**config.mk**
```make
export PLATFORM = sky130hd
export DESIGN_NAME = csr_unit_top
export DESIGN_NICKNAME = d
export VERILOG_FILES = /design/src/csr_pkg.sv /design/src/csr_decode.sv /design/src/csr_execute.sv /design/src/csr_result.sv /design/src/csr_unit_top.sv
export SDC_FILE = /design/constraint.sdc
export NUM_CORES = 1
export LEC_CHECK = 0
export ABC_AREA = 1
export BUFFER_PORTS_ARGS = -buffer_cell sky130_fd_sc_hd__buf_4
export CAP_MARGIN = 40
export CORE_ASPECT_RATIO = 1.4
export CORE_MARGIN = 1.5
export CORE_UTILIZATION = 30
export DETAILED_ROUTE_END_ITERATION = 10
export SLEW_MARGIN = 30
export SYNTH_ARGS = -nofsm -noshare
export SYNTH_HDL_FRONTEND = slang
export SYNTH_SLANG_ARGS = --single-unit
```
**constraint.sdc**
```tcl
create_clock -name clk -period 5.1 [get_ports clk]
set_clock_uncertainty 0.1 [all_clocks]
set_input_delay 0.255 -clock clk [delete_from_list [all_inputs] [get_ports clk]]
set_output_delay 0.255 -clock clk [all_outputs]
set_load 0.05 [all_outputs]
```
**src/csr_pkg.sv**
```systemverilog
`default_nettype none

package csr_pkg;

    // One data word
    typedef logic [31:0] xlen_t;
    // CSR address field
    typedef logic [11:0] csr_addr_t;
    // Integer register index
    typedef logic [4:0]  reg_idx_t;
    // Privilege level encoding
    typedef logic [1:0]  priv_t;
    // Decoded operation
    typedef logic [2:0]  csr_op_t;
    // Consumer credit counter, up to 7 outstanding
    typedef logic [2:0]  credit_t;

    // Only U and M are supported
    localparam priv_t PRIV_U = 2'd0;
    localparam priv_t PRIV_M = 2'd3;

    // Operation codes
    localparam csr_op_t OP_NONE    = 3'd0;
    localparam csr_op_t OP_RW      = 3'd1;
    localparam csr_op_t OP_RS      = 3'd2;
    localparam csr_op_t OP_RC      = 3'd3;
    localparam csr_op_t OP_ECALL   = 3'd4;
    localparam csr_op_t OP_MRET    = 3'd5;
    localparam csr_op_t OP_ILLEGAL = 3'd6;

    // Machine read-write registers
    localparam csr_addr_t ADDR_MSTATUS   = 12'h300;
    localparam csr_addr_t ADDR_MTVEC     = 12'h305;
    localparam csr_addr_t ADDR_MSCRATCH  = 12'h340;
    localparam csr_addr_t ADDR_MEPC      = 12'h341;
    localparam csr_addr_t ADDR_MCAUSE    = 12'h342;
    // Read-only identity block
    localparam csr_addr_t ADDR_MVENDORID = 12'hF11;
    localparam csr_addr_t ADDR_MARCHID   = 12'hF12;
    localparam csr_addr_t ADDR_MIMPID    = 12'hF13;
    localparam csr_addr_t ADDR_MHARTID   = 12'hF14;
    // Current privilege, custom read-only slot
    localparam csr_addr_t ADDR_MCURPRIV  = 12'hFC0;

    // Identity values
    localparam xlen_t MVENDORID_VALUE = 32'h0A1AA1E0;
    localparam xlen_t MARCHID_VALUE   = 32'h0000_0001;
    localparam xlen_t MIMPID_VALUE    = 32'h0000_0001;
    localparam xlen_t MHARTID_VALUE   = 32'h0000_0000;

    // Instruction format
    localparam logic [6:0] OPCODE_SYSTEM = 7'b1110011;
    localparam xlen_t INSTR_ECALL = 32'h0000_0073;
    localparam xlen_t INSTR_MRET  = 32'h3020_0073;

    // Trap causes
    localparam xlen_t CAUSE_ECALL_U = 32'd8;
    localparam xlen_t CAUSE_ECALL_M = 32'd11;

    // Result queue entries, also the producer's starting credits
    localparam int QUEUE_DEPTH = 4;

    // Queue pointer and occupancy
    typedef logic [$clog2(QUEUE_DEPTH)-1:0]   qptr_t;
    typedef logic [$clog2(QUEUE_DEPTH+1)-1:0] qcount_t;

    // Request from the producer
    typedef struct packed {
        xlen_t instr;
        xlen_t rs1_value;
        xlen_t pc;
    } sys_req_t;

    // Decode to execute record
    typedef struct packed {
        csr_op_t   op;
        csr_addr_t addr;
        xlen_t     operand;
        reg_idx_t  rd;
        logic      write_en;
        xlen_t     pc;
    } csr_dec_t;

    // Writeback and redirect result
    typedef struct packed {
        reg_idx_t rd;
        xlen_t    rd_data;
        logic     rd_we;
        logic     illegal;
        logic     redirect;
        xlen_t    target;
    } sys_rsp_t;

endpackage

`default_nettype wire

```
**src/csr_decode.sv**
```systemverilog
`timescale 1ns/1ps
`default_nettype none

module csr_decode
    import csr_pkg::*;
(
    input  logic     clk,
    input  logic     rst_n,
    input  logic     req_valid,
    input  sys_req_t req,
    output logic     dec_valid,
    output csr_dec_t dec
);

    // Instruction fields
    logic [6:0] opcode;
    logic [2:0] funct3;
    reg_idx_t   rs1_field;
    csr_dec_t   dec_next;

    always_comb begin
        opcode    = req.instr[6:0];
        funct3    = req.instr[14:12];
        rs1_field = req.instr[19:15];

        // Fields common to every class
        dec_next.op       = OP_NONE;
        dec_next.addr     = req.instr[31:20];
        dec_next.rd       = req.instr[11:7];
        dec_next.write_en = 1'b0;
        dec_next.pc       = req.pc;

        // Immediate forms take zero-extended rs1 field
        if (funct3[2]) begin
            dec_next.operand = {27'd0, rs1_field};
        end else begin
            dec_next.operand = req.rs1_value;
        end

        // Bubbles stay OP_NONE
        if (req_valid) begin
            if (opcode == OPCODE_SYSTEM && funct3[1:0] != 2'b00) begin
                case (funct3[1:0])
                    2'b01: begin
                        // Swap always writes
                        dec_next.op       = OP_RW;
                        dec_next.write_en = 1'b1;
                    end
                    2'b10: begin
                        // Set with x0 or zimm 0 is a pure read
                        dec_next.op       = OP_RS;
                        dec_next.write_en = (rs1_field != '0);
                    end
                    default: begin
                        dec_next.op       = OP_RC;
                        dec_next.write_en = (rs1_field != '0);
                    end
                endcase
            end else if (req.instr == INSTR_ECALL) begin
                dec_next.op = OP_ECALL;
            end else if (req.instr == INSTR_MRET) begin
                dec_next.op = OP_MRET;
            end else begin
                // Non-SYSTEM or unsupported SYSTEM encoding
                dec_next.op = OP_ILLEGAL;
            end
        end
    end

    // Valid flag
    always_ff @(posedge clk) begin
        if (!rst_n) begin
            dec_valid <= 1'b0;
        end else begin
            dec_valid <= req_valid;
        end
    end

    // Decoded record, qualified by dec_valid
    always_ff @(posedge clk) begin
        dec <= dec_next;
    end

endmodule

`default_nettype wire

```
**src/csr_execute.sv**
```systemverilog
`timescale 1ns/1ps
`default_nettype none

module csr_execute
    import csr_pkg::*;
(
    input  logic     clk,
    input  logic     rst_n,
    input  logic     dec_valid,
    input  csr_dec_t dec,
    output logic     exe_valid,
    output sys_rsp_t exe_rsp
);

    // Architectural state
    priv_t priv;
    priv_t mpp;
    xlen_t mscratch;
    xlen_t mtvec;
    xlen_t mepc;
    xlen_t mcause;

    // Access evaluation
    xlen_t    old_value;
    xlen_t    new_value;
    logic     addr_known;
    logic     addr_read_only;
    logic     is_csr_op;
    logic     csr_legal;
    logic     csr_write_en;
    logic     is_ecall;
    logic     mret_ok;
    sys_rsp_t rsp_next;

    // Read mux
    always_comb begin
        addr_known = 1'b1;
        case (dec.addr)
            ADDR_MSTATUS:   old_value = {19'd0, mpp, 11'd0};
            ADDR_MTVEC:     old_value = mtvec;
            ADDR_MSCRATCH:  old_value = mscratch;
            ADDR_MEPC:      old_value = mepc;
            ADDR_MCAUSE:    old_value = mcause;
            ADDR_MVENDORID: old_value = MVENDORID_VALUE;
            ADDR_MARCHID:   old_value = MARCHID_VALUE;
            ADDR_MIMPID:    old_value = MIMPID_VALUE;
            ADDR_MHARTID:   old_value = MHARTID_VALUE;
            ADDR_MCURPRIV:  old_value = {30'd0, priv};
            default: begin
                old_value  = '0;
                addr_known = 1'b0;
            end
        endcase
    end

    always_comb begin
        // Top two address bits 11 mark read-only space
        addr_read_only = (dec.addr[11:10] == 2'b11);
        is_csr_op      = (dec.op == OP_RW) || (dec.op == OP_RS) || (dec.op == OP_RC);
        csr_legal      = is_csr_op && (priv == PRIV_M) && addr_known
                         && !(dec.write_en && addr_read_only);
        csr_write_en   = csr_legal && dec.write_en;
        is_ecall       = (dec.op == OP_ECALL);
        // MRET only from M
        mret_ok        = (dec.op == OP_MRET) && (priv == PRIV_M);

        // Write value per operation
        case (dec.op)
            OP_RS:   new_value = old_value | dec.operand;
            OP_RC:   new_value = old_value & ~dec.operand;
            default: new_value = dec.operand;
        endcase

        // Response record
        rsp_next.rd       = dec.rd;
        rsp_next.rd_data  = csr_legal ? old_value : '0;
        rsp_next.rd_we    = csr_legal && (dec.rd != '0);
        rsp_next.illegal  = !(csr_legal || is_ecall || mret_ok);
        rsp_next.redirect = is_ecall || mret_ok;
        if (is_ecall) begin
            rsp_next.target = mtvec;
        end else if (mret_ok) begin
            rsp_next.target = mepc;
        end else begin
            rsp_next.target = '0;
        end
    end

    // State update, only for valid legal work
    always_ff @(posedge clk) begin
        if (!rst_n) begin
            priv     <= PRIV_M;
            mpp      <= PRIV_U;
            mscratch <= '0;
            mtvec    <= '0;
            mepc     <= '0;
            mcause   <= '0;
        end else if (dec_valid) begin
            if (csr_write_en) begin
                case (dec.addr)
                    ADDR_MSTATUS: begin
                        // WARL, unsupported levels keep old MPP
                        if (new_value[12:11] == PRIV_U || new_value[12:11] == PRIV_M) begin
                            mpp <= new_value[12:11];
                        end
                    end
                    ADDR_MTVEC:    mtvec    <= {new_value[31:2], 2'b00};
                    ADDR_MSCRATCH: mscratch <= new_value;
                    ADDR_MEPC:     mepc     <= {new_value[31:2], 2'b00};
                    ADDR_MCAUSE:   mcause   <= new_value;
                    default: ;
                endcase
            end
            if (is_ecall) begin
                // Trap into M
                mepc   <= dec.pc;
                mcause <= (priv == PRIV_U) ? CAUSE_ECALL_U : CAUSE_ECALL_M;
                mpp    <= priv;
                priv   <= PRIV_M;
            end
            if (mret_ok) begin
                // Return to saved level
                priv <= mpp;
                mpp  <= PRIV_U;
            end
        end
    end

    always_ff @(posedge clk) begin
        if (!rst_n) begin
            exe_valid <= 1'b0;
        end else begin
            exe_valid <= dec_valid;
        end
    end

    // Payload register
    always_ff @(posedge clk) begin
        exe_rsp <= rsp_next;
    end

endmodule

`default_nettype wire

```
**src/csr_result.sv**
```systemverilog
`timescale 1ns/1ps
`default_nettype none

module csr_result
    import csr_pkg::*;
(
    input  logic     clk,
    input  logic     rst_n,
    input  logic     exe_valid,
    input  sys_rsp_t exe_rsp,
    input  logic     rsp_credit,
    output logic     rsp_valid,
    output sys_rsp_t rsp,
    output logic     req_credit
);

    // In-order response storage
    sys_rsp_t queue_mem [QUEUE_DEPTH];
    qptr_t    wr_ptr;
    qptr_t    rd_ptr;
    qcount_t  count;
    // Consumer credits held
    credit_t  credits;

    logic     head_avail;
    logic     send;
    sys_rsp_t head;

    always_comb begin
        // Empty queue lets an arriving response go straight out
        head_avail = (count != '0) || exe_valid;
        send       = head_avail && (credits != '0);
        head       = (count != '0) ? queue_mem[rd_ptr] : exe_rsp;
    end

    // Storage, written on every arrival
    always_ff @(posedge clk) begin
        if (exe_valid) begin
            queue_mem[wr_ptr] <= exe_rsp;
        end
    end

    // Pointers and occupancy
    always_ff @(posedge clk) begin
        if (!rst_n) begin
            wr_ptr <= '0;
            rd_ptr <= '0;
            count  <= '0;
        end else begin
            if (exe_valid) begin
                wr_ptr <= wr_ptr + 1'b1;
            end
            if (send) begin
                rd_ptr <= rd_ptr + 1'b1;
            end
            count <= count + qcount_t'(exe_valid) - qcount_t'(send);
        end
    end

    // Credit counter, grant and spend may coincide
    always_ff @(posedge clk) begin
        if (!rst_n) begin
            credits <= '0;
        end else begin
            credits <= credits + credit_t'(rsp_credit) - credit_t'(send);
        end
    end

    // One-cycle pulses, producer credit alongside each result
    always_ff @(posedge clk) begin
        if (!rst_n) begin
            rsp_valid  <= 1'b0;
            req_credit <= 1'b0;
        end else begin
            rsp_valid  <= send;
            req_credit <= send;
        end
    end

    always_ff @(posedge clk) begin
        if (send) begin
            rsp <= head;
        end
    end

endmodule

`default_nettype wire

```
**src/csr_unit_top.sv**
```systemverilog
`timescale 1ns/1ps
`default_nettype none

module csr_unit_top
    import csr_pkg::*;
(
    input  logic     clk,
    input  logic     rst_n,
    input  logic     req_valid,
    input  sys_req_t req,
    output logic     req_credit,
    output logic     rsp_valid,
    output sys_rsp_t rsp,
    input  logic     rsp_credit
);

    // Decode to execute
    logic     dec_valid;
    csr_dec_t dec;
    // Execute to result
    logic     exe_valid;
    sys_rsp_t exe_rsp;

    csr_decode u_decode (
        .clk       (clk),
        .rst_n     (rst_n),
        .req_valid (req_valid),
        .req       (req),
        .dec_valid (dec_valid),
        .dec       (dec)
    );

    csr_execute u_execute (
        .clk       (clk),
        .rst_n     (rst_n),
        .dec_valid (dec_valid),
        .dec       (dec),
        .exe_valid (exe_valid),
        .exe_rsp   (exe_rsp)
    );

    // Queue and both credit directions
    csr_result u_result (
        .clk        (clk),
        .rst_n      (rst_n),
        .exe_valid  (exe_valid),
        .exe_rsp    (exe_rsp),
        .rsp_credit (rsp_credit),
        .rsp_valid  (rsp_valid),
        .rsp        (rsp),
        .req_credit (req_credit)
    );

endmodule

`default_nettype wire

```
Word-level counts from Yosys, hierarchy flattened

Memories as Yosys holds them, arrays and structs flattened. A register that Yosys moved wholly into a read port is not among the register bits.
Cells that the tools add are included.

$add $sub $neg: 6
Equality and inequality tests: 23
Multiplexer cells: 30
Bitwise operators: 4
Reductions and logical operators: 42

Operator list:

| cell                   | number |
|---|---|
| $mux W32               | 8 |
| $pmux W32 S8           | 1 |
| $mux W72               | 1 |
| $pmux W32 S2           | 1 |
| $eq A12 B10 Y1 const B | 5 |
| $eq A12 B12 Y1 const B | 5 |
| $and A32 B32 Y32       | 1 |
| $eq A32 B30 Y1 const B | 1 |
| $eq A32 B7 Y1 const B  | 1 |
| $not A32 Y32           | 1 |
| $or A32 B32 Y32        | 1 |
| $mux W2                | 11 |
| $reduce_bool A3 Y1     | 5 |
| $reduce_and A3 Y1      | 4 |
| $reduce_bool A2 Y1     | 5 |
| $reduce_bool A5 Y1     | 2 |
| $reduce_or A10 Y1      | 1 |
| $logic_and A1 B1 Y1    | 9 |
| $eq A2 B2 Y1 const B   | 4 |
| $eq A7 B7 Y1 const B   | 1 |
| $logic_or A1 B1 Y1     | 7 |
| $add A3 B1 Y3          | 2 |
| $eq A3 B2 Y1 const B   | 2 |
| $eq A3 B3 Y1 const B   | 2 |
| other kinds (14)       | 24 |

Flip-flop bits (word level): 372
Bits in writable memories: 288
Bits of input ports: 100
Output and inout port bits: 74
Word-level logic and storage cells: 139
Memories kept: 1

Memories:

| name               | depth | bits a word | rd ports | clocked after Yosys merged registers in | write ports | RTL line         | RTL |
|---|---|---|---|---|---|---|---|
| u_result.queue_mem | 4     | 72          | 1        | 1                                       | 1           | csr_result.sv:18 | `sys_rsp_t queue_mem [QUEUE_DEPTH];` |

Longest topological paths before layout

Gate-level depths: netlist of run 1.

Word-level depth: 12
Gate-level depth with buffers: 16

Cells and area by module

Synthesis of run 1 repeated with hierarchy kept, for this count alone.

Cells, all modules: 2931
Area, all modules: 26713.1 um2

By module, submodules not included:

| module      | times used | cells an instance | area each (um2) |
|---|---|---|---|
| csr_result  | 1          | 1451              | 15627.5 |
| csr_execute | 1          | 1244              | 8748.4 |
| csr_decode  | 1          | 236               | 2337.2 |

Worst setup path before layout of run 1

No wires, ideal clock.

Kind: register -> register
From: register u_result.count[1]
To: register u_result.credits[2]
Library setup time: 0.122 ns
Arrival time: 3.722 ns
Required time: 4.878 ns
Setup slack: 1.156 ns
Stages on the path, launching flop included: 13
Clock period less this slack: 3.944 ns
Cells stage by stage: dfxtp_1 -> or3_1 -> clkbuf_1 -> o21ai_0 -> inv_1 -> ha_1 -> inv_1 -> ha_1 -> inv_1 -> fa_1 -> xor2_1 -> o21ai_0 -> a21oi_1

Longest elaborated chain between the ends: 4

Ends and longest elaborated chain:

| what                     | RTL line         | RTL |
|---|---|---|
| start: declaration       | csr_result.sv:21 | `qcount_t count;` |
| start signal: assignment | csr_result.sv:56 | `count <= count + qcount_t'(exe_valid) - qcount_t'(send);` |
| $reduce_bool A3 Y1       | csr_result.sv:31 | `head_avail = (count != '0) \|\| exe_valid;` |
| $logic_or A1 B1 Y1       | csr_result.sv:31 |  |
| $logic_and A1 B1 Y1      | csr_result.sv:32 | `send = head_avail && (credits != '0);` |
| named net u_result.send  | csr_result.sv:26 | `logic send;` |
| $sub A3 B1 Y3            | csr_result.sv:65 | `credits <= credits + credit_t'(rsp_credit) - credit_t'(send);` |
| end signal: assignment   | csr_result.sv:65 |  |
| end: declaration         | csr_result.sv:23 | `credit_t credits;` |

The timed path passes the listed nets, and every way through them passes these cells.
A chain may end at the register's enable or synchronous reset.

Worst setup path after layout of run 1

From: register u_result.count[1]
To: register u_result.count[2]

Longest elaborated chain between the ends: 4
Elaborated cells between the ends (all ways): 5

Ends and longest elaborated chain:

| what                    | RTL line |
|---|---|
| $reduce_bool A3 Y1      | csr_result.sv:31 |
| $logic_or A1 B1 Y1      | csr_result.sv:31 |
| $logic_and A1 B1 Y1     | csr_result.sv:32 |
| named net u_result.send | csr_result.sv:26 |
| $sub A3 B1 Y3           | csr_result.sv:56 |

The timed path passes the listed nets, and every way through them passes these cells.

==> flow_summary_export.csv, run 1 <==
group,metric,value,unit
run_status,status,"completed",
timing,hold_viol_final,0,
power,combPwrFrac,26.8,%
timing,finalMaxSlewViolations,0,
placed_design,gp_congestion,0.835,
global_routing,antenna_found_initial,4,
clocking,tritoncts,"yes",
timing,min_period,3.49,ns
logic_synthesis,syn_inst,2467,
timing,rsz0062_at_grt,"false",
flow_run,max_cap_violations,0,
placed_design,dp_hpwl,44900,um
global_routing,grt_max_degree,85,
logic_synthesis,synthFlopType,"edfxtp_1",
die,io_pins,174,
logic_synthesis,ys_types,44,
power,p_total,15.3,mW
critical_path,crit_arrival,3.91,ns
power,swShare,33.9,%
critical_path,worstPathMaxFanout,56,
critical_path,rr_endpoint,"u_result.count[2]",
critical_path,required,5.52,ns
timing,setup_violations,0,
critical_path,reg2reg_slack,1.61,ns
placed_design,post-place-ws,1.57,ns
placed_design,port_buffers,173,
timing,worst_hold_slack,0.0184,ns
critical_path,endpoint_kind,"flop",
timing,fin_setup_tns,0,ns
timing,max_freq,287,MHz
layout,area_growth_syn_to_layout,22.8,%
die,start_util,30.2,%
layout,final_common_cell,"nor2_1",
global_routing,grt_pass1_wl,105000,um
logic_synthesis,ys_seq_elements,662,
timing,period_share,68.4,%
drt,drt-total-wl,69600,um
die,core.rowCount,125,
power,intPower,10.1,mW
critical_path,reg2reg_depth,11,
clocking,numCtsBuffers,60,
die,fp.coreArea,82900,sq um
die,fp.dieArea,85300,sq um
logic_synthesis,synth_area_leaders,"edfxtp_1, dfxtp_1, nor2_1",
logic_synthesis,ys_seq_area_share,67.2,%
global_routing,grt_usage,16.0,%
power,power_frac_seq,42.3,%
power,p_clk_share,30.9,%
clocking,cts_root_buffer,"clkbuf_16",
critical_path,r2r-start,"u_result.count[1]",
worst_hold_path,holdPathStages,2,
worst_hold_path,hp-class,"in -> reg",
clocking,cts.sinks,662,
power,switching_power,5.19,mW
layout,final_cell_mix,"nor2_1, edfxtp_1, dfxtp_1, nand2_1, o21ai_0",
clocking,h-tree-depth,2,
power,powerDensity,497,nW/um^2
logic_synthesis,synth_edf_count,360,
critical_path,worstSetupStartpointType,"flop",
drt,drtIter0Drc,1288,
logic_synthesis,synthesis.nets,2577,
timing,setup_ws,1.61,ns
timing,slew_headroom,46.7,%
worst_hold_path,min_to,"u_decode.dec[66]",
global_routing,grt-ovfl-total,0,
die,dieHeight,345,um
worst_hold_path,hold_start,"req[78]",
logic_synthesis,synth_top_area_share,43.1,%
drt,dr.pass1.iters,7,
drt,wl_per_cell,18.1,um
drt,via_per_inst,4.71,
clocking,cts_resized,0,
layout,final_nets,2824,
power,p_leak,11.6,nW
logic_synthesis,async_flop_share,0,%
timing,worst_slew_pin_slew,0.796,ns
drt,drcViolationCount,0,
clocking,clk_path_buf_depth,3,
logic_synthesis,synth_largest_area_cell,"edfxtp_1",
clocking,post-cts-setup-buffers,0,
critical_path,timing_worst_setup_path_type,"reg -> reg",
layout,drive_above_1_share,13.0,%
drt,antenna_left,0,
clocking,ctsHoldBuffers,121,
logic_synthesis,yosys_warnings,0,
drt,vias,18100,
power,irDropWorstVdd,239,uV
layout,num_antenna_cells,0,
global_routing,grt_pass1_vias,17100,
die,die_w,247,um
logic_synthesis,syn-cell-area,25100,sq um
logic_synthesis,syn_avg_cell_area,10.2,sq um
clocking,path_clk_slew,0.07,ns
clocking,clk_latency,0.63,ns
## worst max path at each step
stage | startpoint | to | slack [ns] | depth (start not counted)
finish | u_result.count[1] | u_result.count[2] | 1.61 | 11
detailed placement | u_result.count[1] | u_result.count[2] | 1.57 | 11
floorplan | u_result.count[1] | u_result.credits[2] | 1.16 | 12
global route | u_result.count[1] | u_result.credits[2] | 1.40 | 11
CTS | u_result.count[1] | u_result.count[2] | 1.55 | 11
global placement | u_result.count[1] | u_result.count[2] | 1.63 | 11
## area by class of cell
| class | count | area (sq um) |
|---|---|---|
| Clock buffer | 85 | 1720 |
| Clock inverter | 29 | 353 |
| Fill cell | 8173 | 52100 |
| Inverter | 192 | 731 |
| Multi-Input combinational cell | 1473 | 6890 |
| Sequential cell | 662 | 16900 |
| Tap cell | 1079 | 1350 |
| Timing Repair Buffer | 325 | 2870 |
## through the flow
step                      utilization [%]  std cells  area [sq um]
after floorplan                         -       2467         25100
after global placement               32.9       3601         27300
after detailed placement             33.1       3609         27500
after CTS                            37.1       3844         30800
after global routing                 37.1       3845         30800
final                                37.1       3845         30800
## registers in the layout, indices dropped and copies added, names as in the netlist, named ones only
| register | flops |
|---|---|
| u_decode.dec | 85 |
| u_decode.dec_valid | 1 |
| u_execute.exe_rsp | 72 |
| u_execute.exe_valid | 1 |
| u_execute.mcause | 32 |
| u_execute.mepc | 32 |
| u_execute.mpp | 2 |
| u_execute.mscratch | 32 |
| u_execute.mtvec | 30 |
| u_execute.priv | 2 |
| u_result.count | 3 |
| u_result.credits | 3 |
| u_result.queue_mem | 288 |
| u_result.rd_ptr | 2 |
| u_result.rsp | 72 |
| u_result.rsp_valid | 1 |
| u_result.wr_ptr | 2 |
## critical path, stage by stage (launching register included)
cell,delay [ns]
dfxtp_1,0.35
or3_4,0.64
o21ai_0,0.37
clkinv_2,0.45
ha_1,0.45
inv_1,0.06
ha_1,0.13
inv_1,0.06
fa_1,0.40
xor2_1,0.16
o21ai_0,0.14
a21oi_1,0.06
## cells in the mapped netlist (6+ instances only)
| cell type | instances |
|---|---|
| nor2_1 | 489 |
| edfxtp_1 | 360 |
| dfxtp_1 | 302 |
| nand2_1 | 254 |
| o21ai_0 | 237 |
| a21oi_1 | 177 |
| inv_1 | 177 |
| clkbuf_1 | 96 |
| a31oi_1 | 77 |
| o21ai_1 | 65 |
| nand3_1 | 47 |
| o22ai_1 | 41 |
| buf_1 | 17 |
| o21a_1 | 16 |
| buf_2 | 15 |
| inv_2 | 12 |
| nand2_2 | 12 |
| ha_1 | 8 |
| buf_4 | 7 |
| nand4_1 | 6 |
| nor3_1 | 6 |
## power groups by stage
stage	clock network (mW)	logic, mW	registers (mW)
CTS	4.83	4.19	6.48
finish	4.73	4.09	6.46
global route	5.03	4.44	6.52
global placement	0	3.94	6.67
detailed placement	0	4.11	6.60
floorplan	0	1.65	7.58
## per-layer routing
layer / global-route usage, % / routed length (um) / up-vias
met4: 6.57 / 2760 / 2
met2: 26.8 / 33400 / 503
met5: 0 / 12 / -
met1: 20.7 / 29800 / 8624
met3: 2.25 / 3600 / 105
li1: - / - / 8880
## kinds of logic (layout without fill, tap and decap cells)
| family | after synthesis | after routing | synth area share [%] |
|---|---|---|---|
| AO/OA/AOI/OAI | 621 | 621 | 13.3 |
| XOR/XNOR | 2 | 2 | 0.0699 |
| adder cells (fa/ha/maj) | 10 | 10 | 0.559 |
| buffers and inverters | 332 | 631 | 5.32 |
| flip-flops | 662 | 662 | 67.2 |
| multiplexers | 2 | 2 | 0.0849 |
| AND/OR/NAND/NOR | 838 | 838 | 13.5 |
Power figures use the tool's default switching activity.
==> run 2: changes to the inputs <==
==> constraint.sdc (replaced) <==
create_clock -name clk -period 3.45 [get_ports clk]
set_clock_uncertainty 0.1 [all_clocks]
set_input_delay 0.1725 -clock clk [delete_from_list [all_inputs] [get_ports clk]]
set_output_delay 0.1725 -clock clk [all_outputs]
set_load 0.05 [all_outputs]
==> flow_summary_export.csv, run 2 (same netlist as run 1, synthesis figures left out) <==
group,metric,value,unit
layout,fillCellCount,8198,
clocking,path_clk_slew,0.07,ns
placed_design,post-place-ws,0.765,ns
die,die_w,247,um
global_routing,grt_max_degree,145,
timing,worst_slew_pin_slew,0.860,ns
run_status,status,"completed",
critical_path,worst-path-buf-inv,3,
layout,final_cell_mix,"nor2_1, edfxtp_1, dfxtp_1, nand2_1, o21ai_0",
global_routing,grt-ovfl-total,0,
placed_design,dp_hpwl,45800,um
timing,setup_ws,0.754,ns
clocking,post-cts-setup-buffers,0,
power,combPwrFrac,27.2,%
clocking,cts_resized,0,
drt,drcViolationCount,0,
layout,fin_area,31100,sq um
critical_path,cp_top_family,"simple AND/OR/NAND/NOR gates",
timing,finalMaxSlewViolations,0,
die,fp.dieArea,85300,sq um
critical_path,worstSetupStartpointType,"flop",
clocking,cts_root_buffer,"clkbuf_16",
die,fp.coreArea,82900,sq um
drt,dr.pass1.iters,5,
critical_path,worstPathMaxFanout,17,
placed_design,gp_congestion,0.868,
critical_path,required,3.89,ns
drt,wl_per_cell,18.2,um
critical_path,crit_arrival,3.14,ns
power,p_clk_share,31.1,%
clocking,clk_latency,0.65,ns
worst_hold_path,hp-class,"in -> reg",
die,io_pins,174,
critical_path,cpPeakStageDelay,0.39,ns
critical_path,path_cells,"inv_2 -> nand2_1 -> nor2_1 -> nand3_2 -> nand2_1 -> nor2_1 -> nand3_2 -> nand3_2 -> inv_4 -> nand2_2 -> nand2_2 -> buf_4 -> nand2_1 -> a21oi_1 -> nor2_1",
layout,area_growth_syn_to_layout,23.9,%
global_routing,grt_pass1_vias,17500,
timing,period_share,78.2,%
critical_path,timing_worst_setup_path_type,"reg -> reg",
timing,max_freq,371,MHz
worst_hold_path,holdPathStages,2,
die,core.rowCount,125,
timing,hold_viol_final,0,
timing,rsz0062_at_grt,"false",
layout,final_common_cell,"nor2_1",
drt,drt-total-wl,70200,um
clocking,h-tree-depth,2,
clocking,numCtsBuffers,61,
clocking,clk_path_buf_depth,3,
die,dieHeight,345,um
power,p_leak,11.8,nW
placed_design,dpl_cell_area,27700,sq um
clocking,tritoncts,"yes",
die,start_util,30.2,%
critical_path,crit_cells,15,
global_routing,grt_usage,16.2,%
drt,vias,18300,
power,power_frac_seq,41.6,%
critical_path,crit_slowest_cell,"nand3_2",
critical_path,reg2reg_slack,0.75,ns
layout,final_nets,2843,
global_routing,antenna_found_initial,3,
drt,antenna_left,0,
drt,via_per_inst,4.74,
timing,fin_setup_tns,0,ns
critical_path,reg2reg_depth,15,
power,switching_power,7.79,mW
power,intPower,15.0,mW
timing,setup_violations,0,
critical_path,endpoint_kind,"flop",
placed_design,port_buffers,173,
power,irDropWorstVdd,527,uV
layout,num_antenna_cells,0,
timing,min_period,2.70,ns
power,swShare,34.1,%
global_routing,grt_pass1_wl,106000,um
drt,drtIter0Drc,1332,
layout,reg.largest.list,"u_result.queue_mem (288), u_decode.dec (85)",
power,powerDensity,734,nW/um^2
layout,regMostFlops,"u_result.queue_mem",
layout,drive_above_1_share,13.9,%
layout,largest_register_ffs,288,
flow_run,max_cap_violations,0,
clocking,cts.sinks,662,
timing,slew_headroom,42.6,%
[run 2: changes by cell type in the layout (fill, tap and decap cells not counted), moves of 4 or more]
cell / before / now
buf_4: 194 / 202
dlygate4sd3_1: 121 / 129
clkbuf_1: 15 / 8
buf_12: 6 / 11
clkinv_2: 12 / 16
inv_2: 15 / 19
[run 2: power by group through the flow]
stage	sequential [mW]	clock, mW	combinational (mW)
6_report	9.50	7.11	6.21
5_1_grt	9.57	7.58	6.74
4_1_cts	9.53	7.26	6.30
3_5_place_dp	9.70	0	6.16
3_3_place_gp	9.71	0	6.09
2_1_floorplan	11.2	0	2.54
[run 2: stage by stage]
step | std cells | hold WS, ns | utilization, % | power (mW)
5_1_grt | 3865 | 0.0520 | 37.5 | 23.9
3_5_place_dp | 3620 | 0.178 | 33.4 | 15.9
6_report | 3865 | 0.0691 | 37.5 | 22.8
2_1_floorplan | 2467 | 0.100 | - | 13.7
4_1_cts | 3865 | 0.0294 | 37.5 | 23.1
3_3_place_gp | 3619 | 0.178 | 33.3 | 15.8
[run 2: cell type report]
cell class              instances  area (sq um)  area share, %
multi-input cells            1473          6940           22.4
inverters                     192           731           2.35
clock inverters                37           422           1.36
flip-flops and latches        662         16900           54.3
repair buffers                343          3060           9.83
well taps                    1079          1350           4.35
clock buffers                  79          1710           5.49
[run 2: layer usage]
layer	wire, um	vias up	GRT usage, %
met5	0	-	0
met4	3340	0	7.53
met3	3140	128	2.15
met2	33600	565	26.8
met1	30100	8725	20.9
li1	-	8914	-
[run 2: path summary, 6_finish.rpt]
check	start	end
worst max-delay path	u_decode.dec[76]	u_execute.mepc[15]
worst min register to register	u_decode.dec[37]	u_execute.exe_rsp[71]
worst max register to register	u_decode.dec[76]	u_execute.mepc[15]
worst min-delay path	req[23]	u_decode.dec[23]
[run 2: timing repair]
action,in CTS,in global routing
hold endpoints to repair,139,0
endpoints found under the setup margin,0,0
hold buffers,129,0
==> run 3: changes to the inputs <==
==> constraint.sdc (replaced) <==
create_clock -name clk -period 2.34 [get_ports clk]
set_clock_uncertainty 0.1 [all_clocks]
set_input_delay 0.117 -clock clk [delete_from_list [all_inputs] [get_ports clk]]
set_output_delay 0.117 -clock clk [all_outputs]
set_load 0.05 [all_outputs]
==> flow_summary_export.csv, run 3 (same netlist as run 1, synthesis figures left out) <==
group,metric,value,unit
critical_path,cpPeakStageDelay,0.40,ns
timing,worst_hold_slack,0.0260,ns
layout,final_cell_mix,"nor2_1, edfxtp_1, dfxtp_1, nand2_1, buf_4",
timing,hold_viol_final,0,
critical_path,worstPathMaxFanout,3,
power,p_leak,12.2,nW
timing,worst_slew_pin_slew,0.832,ns
die,io_pins,174,
timing,slew_headroom,44.5,%
flow_run,max_cap_violations,0,
clocking,cts.sinks,662,
placed_design,gp_congestion,0.817,
global_routing,grt_usage,16.5,%
run_status,violations,"negative setup slack",
global_routing,grt_pass1_wl,108000,um
drt,drcViolationCount,0,
drt,drtIter0Drc,1309,
layout,drive_above_1_share,15.7,%
layout,final_nets,2923,
worst_hold_path,hp-class,"in -> reg",
drt,wl_per_cell,18.2,um
critical_path,worstSetupStartpointType,"flop",
layout,area_growth_syn_to_layout,27.9,%
clocking,h-tree-depth,2,
clocking,numCtsBuffers,61,
clocking,clk_latency,0.65,ns
timing,rsz0062_at_grt,"true",
timing,max_freq,414,MHz
power,irDropWorstVdd,767,uV
die,dieHeight,345,um
layout,regMostFlops,"u_result.queue_mem",
die,fp.coreArea,82900,sq um
critical_path,timing_worst_setup_path_type,"reg -> reg",
global_routing,grt_pass1_vias,18200,
drt,vias,18600,
placed_design,dp_hpwl,46700,um
timing,min_period,2.41,ns
layout,largest_register_ffs,288,
timing,period_share,103,%
clocking,tritoncts,"yes",
clocking,path_clk_slew,0.07,ns
timing,setup_violations,2,
drt,via_per_inst,4.71,
critical_path,crit_arrival,2.85,ns
critical_path,startpoint,"u_result.count[1]",
critical_path,path_cells,"or3_4 -> o21ai_4 -> clkinvlp_4 -> ha_4 -> inv_4 -> ha_4 -> inv_2 -> fa_2 -> xor2_2 -> o21ai_1 -> a21oi_1",
die,fp.dieArea,85300,sq um
layout,reg.largest.list,"u_result.queue_mem (288), u_decode.dec (85)",
timing,fin_setup_tns,-0.141,ns
die,die_w,247,um
critical_path,r2r-start,"u_result.count[1]",
global_routing,grt-ovfl-total,0,
global_routing,antenna_found_initial,5,
power,p_total,33.8,mW
critical_path,endpoint_kind,"flop",
power,powerDensity,1050,nW/um^2
critical_path,crit_slowest_cell,"or3_4",
die,start_util,30.2,%
clocking,cts_root_buffer,"clkbuf_16",
critical_path,required,2.78,ns
layout,final_common_cell,"nor2_1",
run_status,status,"finished, violations left",
drt,dr.pass1.iters,6,
timing,finalMaxSlewViolations,0,
worst_hold_path,hold_start,"req[23]",
timing,setup_ws,-0.0737,ns
placed_design,port_buffers,173,
clocking,clk_path_buf_depth,3,
global_routing,grt_max_degree,103,
drt,antenna_left,0,
drt,drt-total-wl,72000,um
critical_path,path_common_cell,"ha_4",
die,core.rowCount,125,
==> run 3: final timing paths <==
check	end	slack, ns	cells past startpoint
worst max-delay path	u_result.count[2]	-0.07	11
worst min-delay path	u_decode.dec[23]	0.03	2
worst max register to register	u_result.count[2]	-0.07	11
worst min register to register	u_execute.exe_rsp[68]	0.26	0
==> run 3: layout make-up <==
| type | instances | area [sq um] |
|---|---|---|
| Sequential cell | 662 | 16900 |
| Clock inverter | 34 | 362 |
| Fill cell | 8125 | 50800 |
| Tap cell | 1079 | 1350 |
| Clock buffer | 81 | 1740 |
| Multi-Input combinational cell | 1473 | 7020 |
| Antenna cell | 4 | 10.0 |
| Inverter | 192 | 747 |
| Timing Repair Buffer | 423 | 3960 |
==> run 3: layer usage <==
metal | up-vias | global-route usage [%] | wire length, um
met3 | 142 | 2.60 | 3560
met5 | - | 0 | 25
met1 | 8789 | 20.4 | 29800
li1 | 9080 | - | -
met4 | 4 | 9.02 | 4000
met2 | 576 | 27.3 | 34600
==> run 3: power by group <==
part           internal [mW]  switching, mW  total (mW)  leakage, nW
registers               13.6          0.654        14.3         5.98
clock network           5.92           4.46        10.4         1.03
logic                   2.77           6.39        9.16         5.22
total                   22.3           11.5        33.8         12.2
==> run 3: metrics by stage <==
step | std cells | util, % | cell area [sq um] | setup WS [ns]
floorplan | 2467 | - | 25200 | -1.27
global placement | 3674 | 34.1 | 28300 | -0.0811
detailed placement | 3674 | 34.1 | 28300 | -0.0774
CTS | 3938 | 38.5 | 31900 | -0.0628
global route | 3945 | 38.7 | 32000 | -0.159
finish | 3948 | 38.7 | 32100 | -0.0737
==> run 3: repair_timing <==
action                     CTS  global route
pin swaps                    1             2
hold endpoints to repair   125             2
setup buffers                1             2
setup endpoints to repair    3            51
gates resized for setup      1            15
hold buffers               148             3
cloned                       0             2
==> run 3: critical path, delay by kind of cell (launching register included) <==
family	cells	cell delay (ns)
adders and majority gates	3	0.71
and+or+nand+nor	1	0.40
AOI/OAI and AO/OA	3	0.35
DFF	1	0.32
buffers and inverters	3	0.28
xor gates and xnor gates	1	0.16
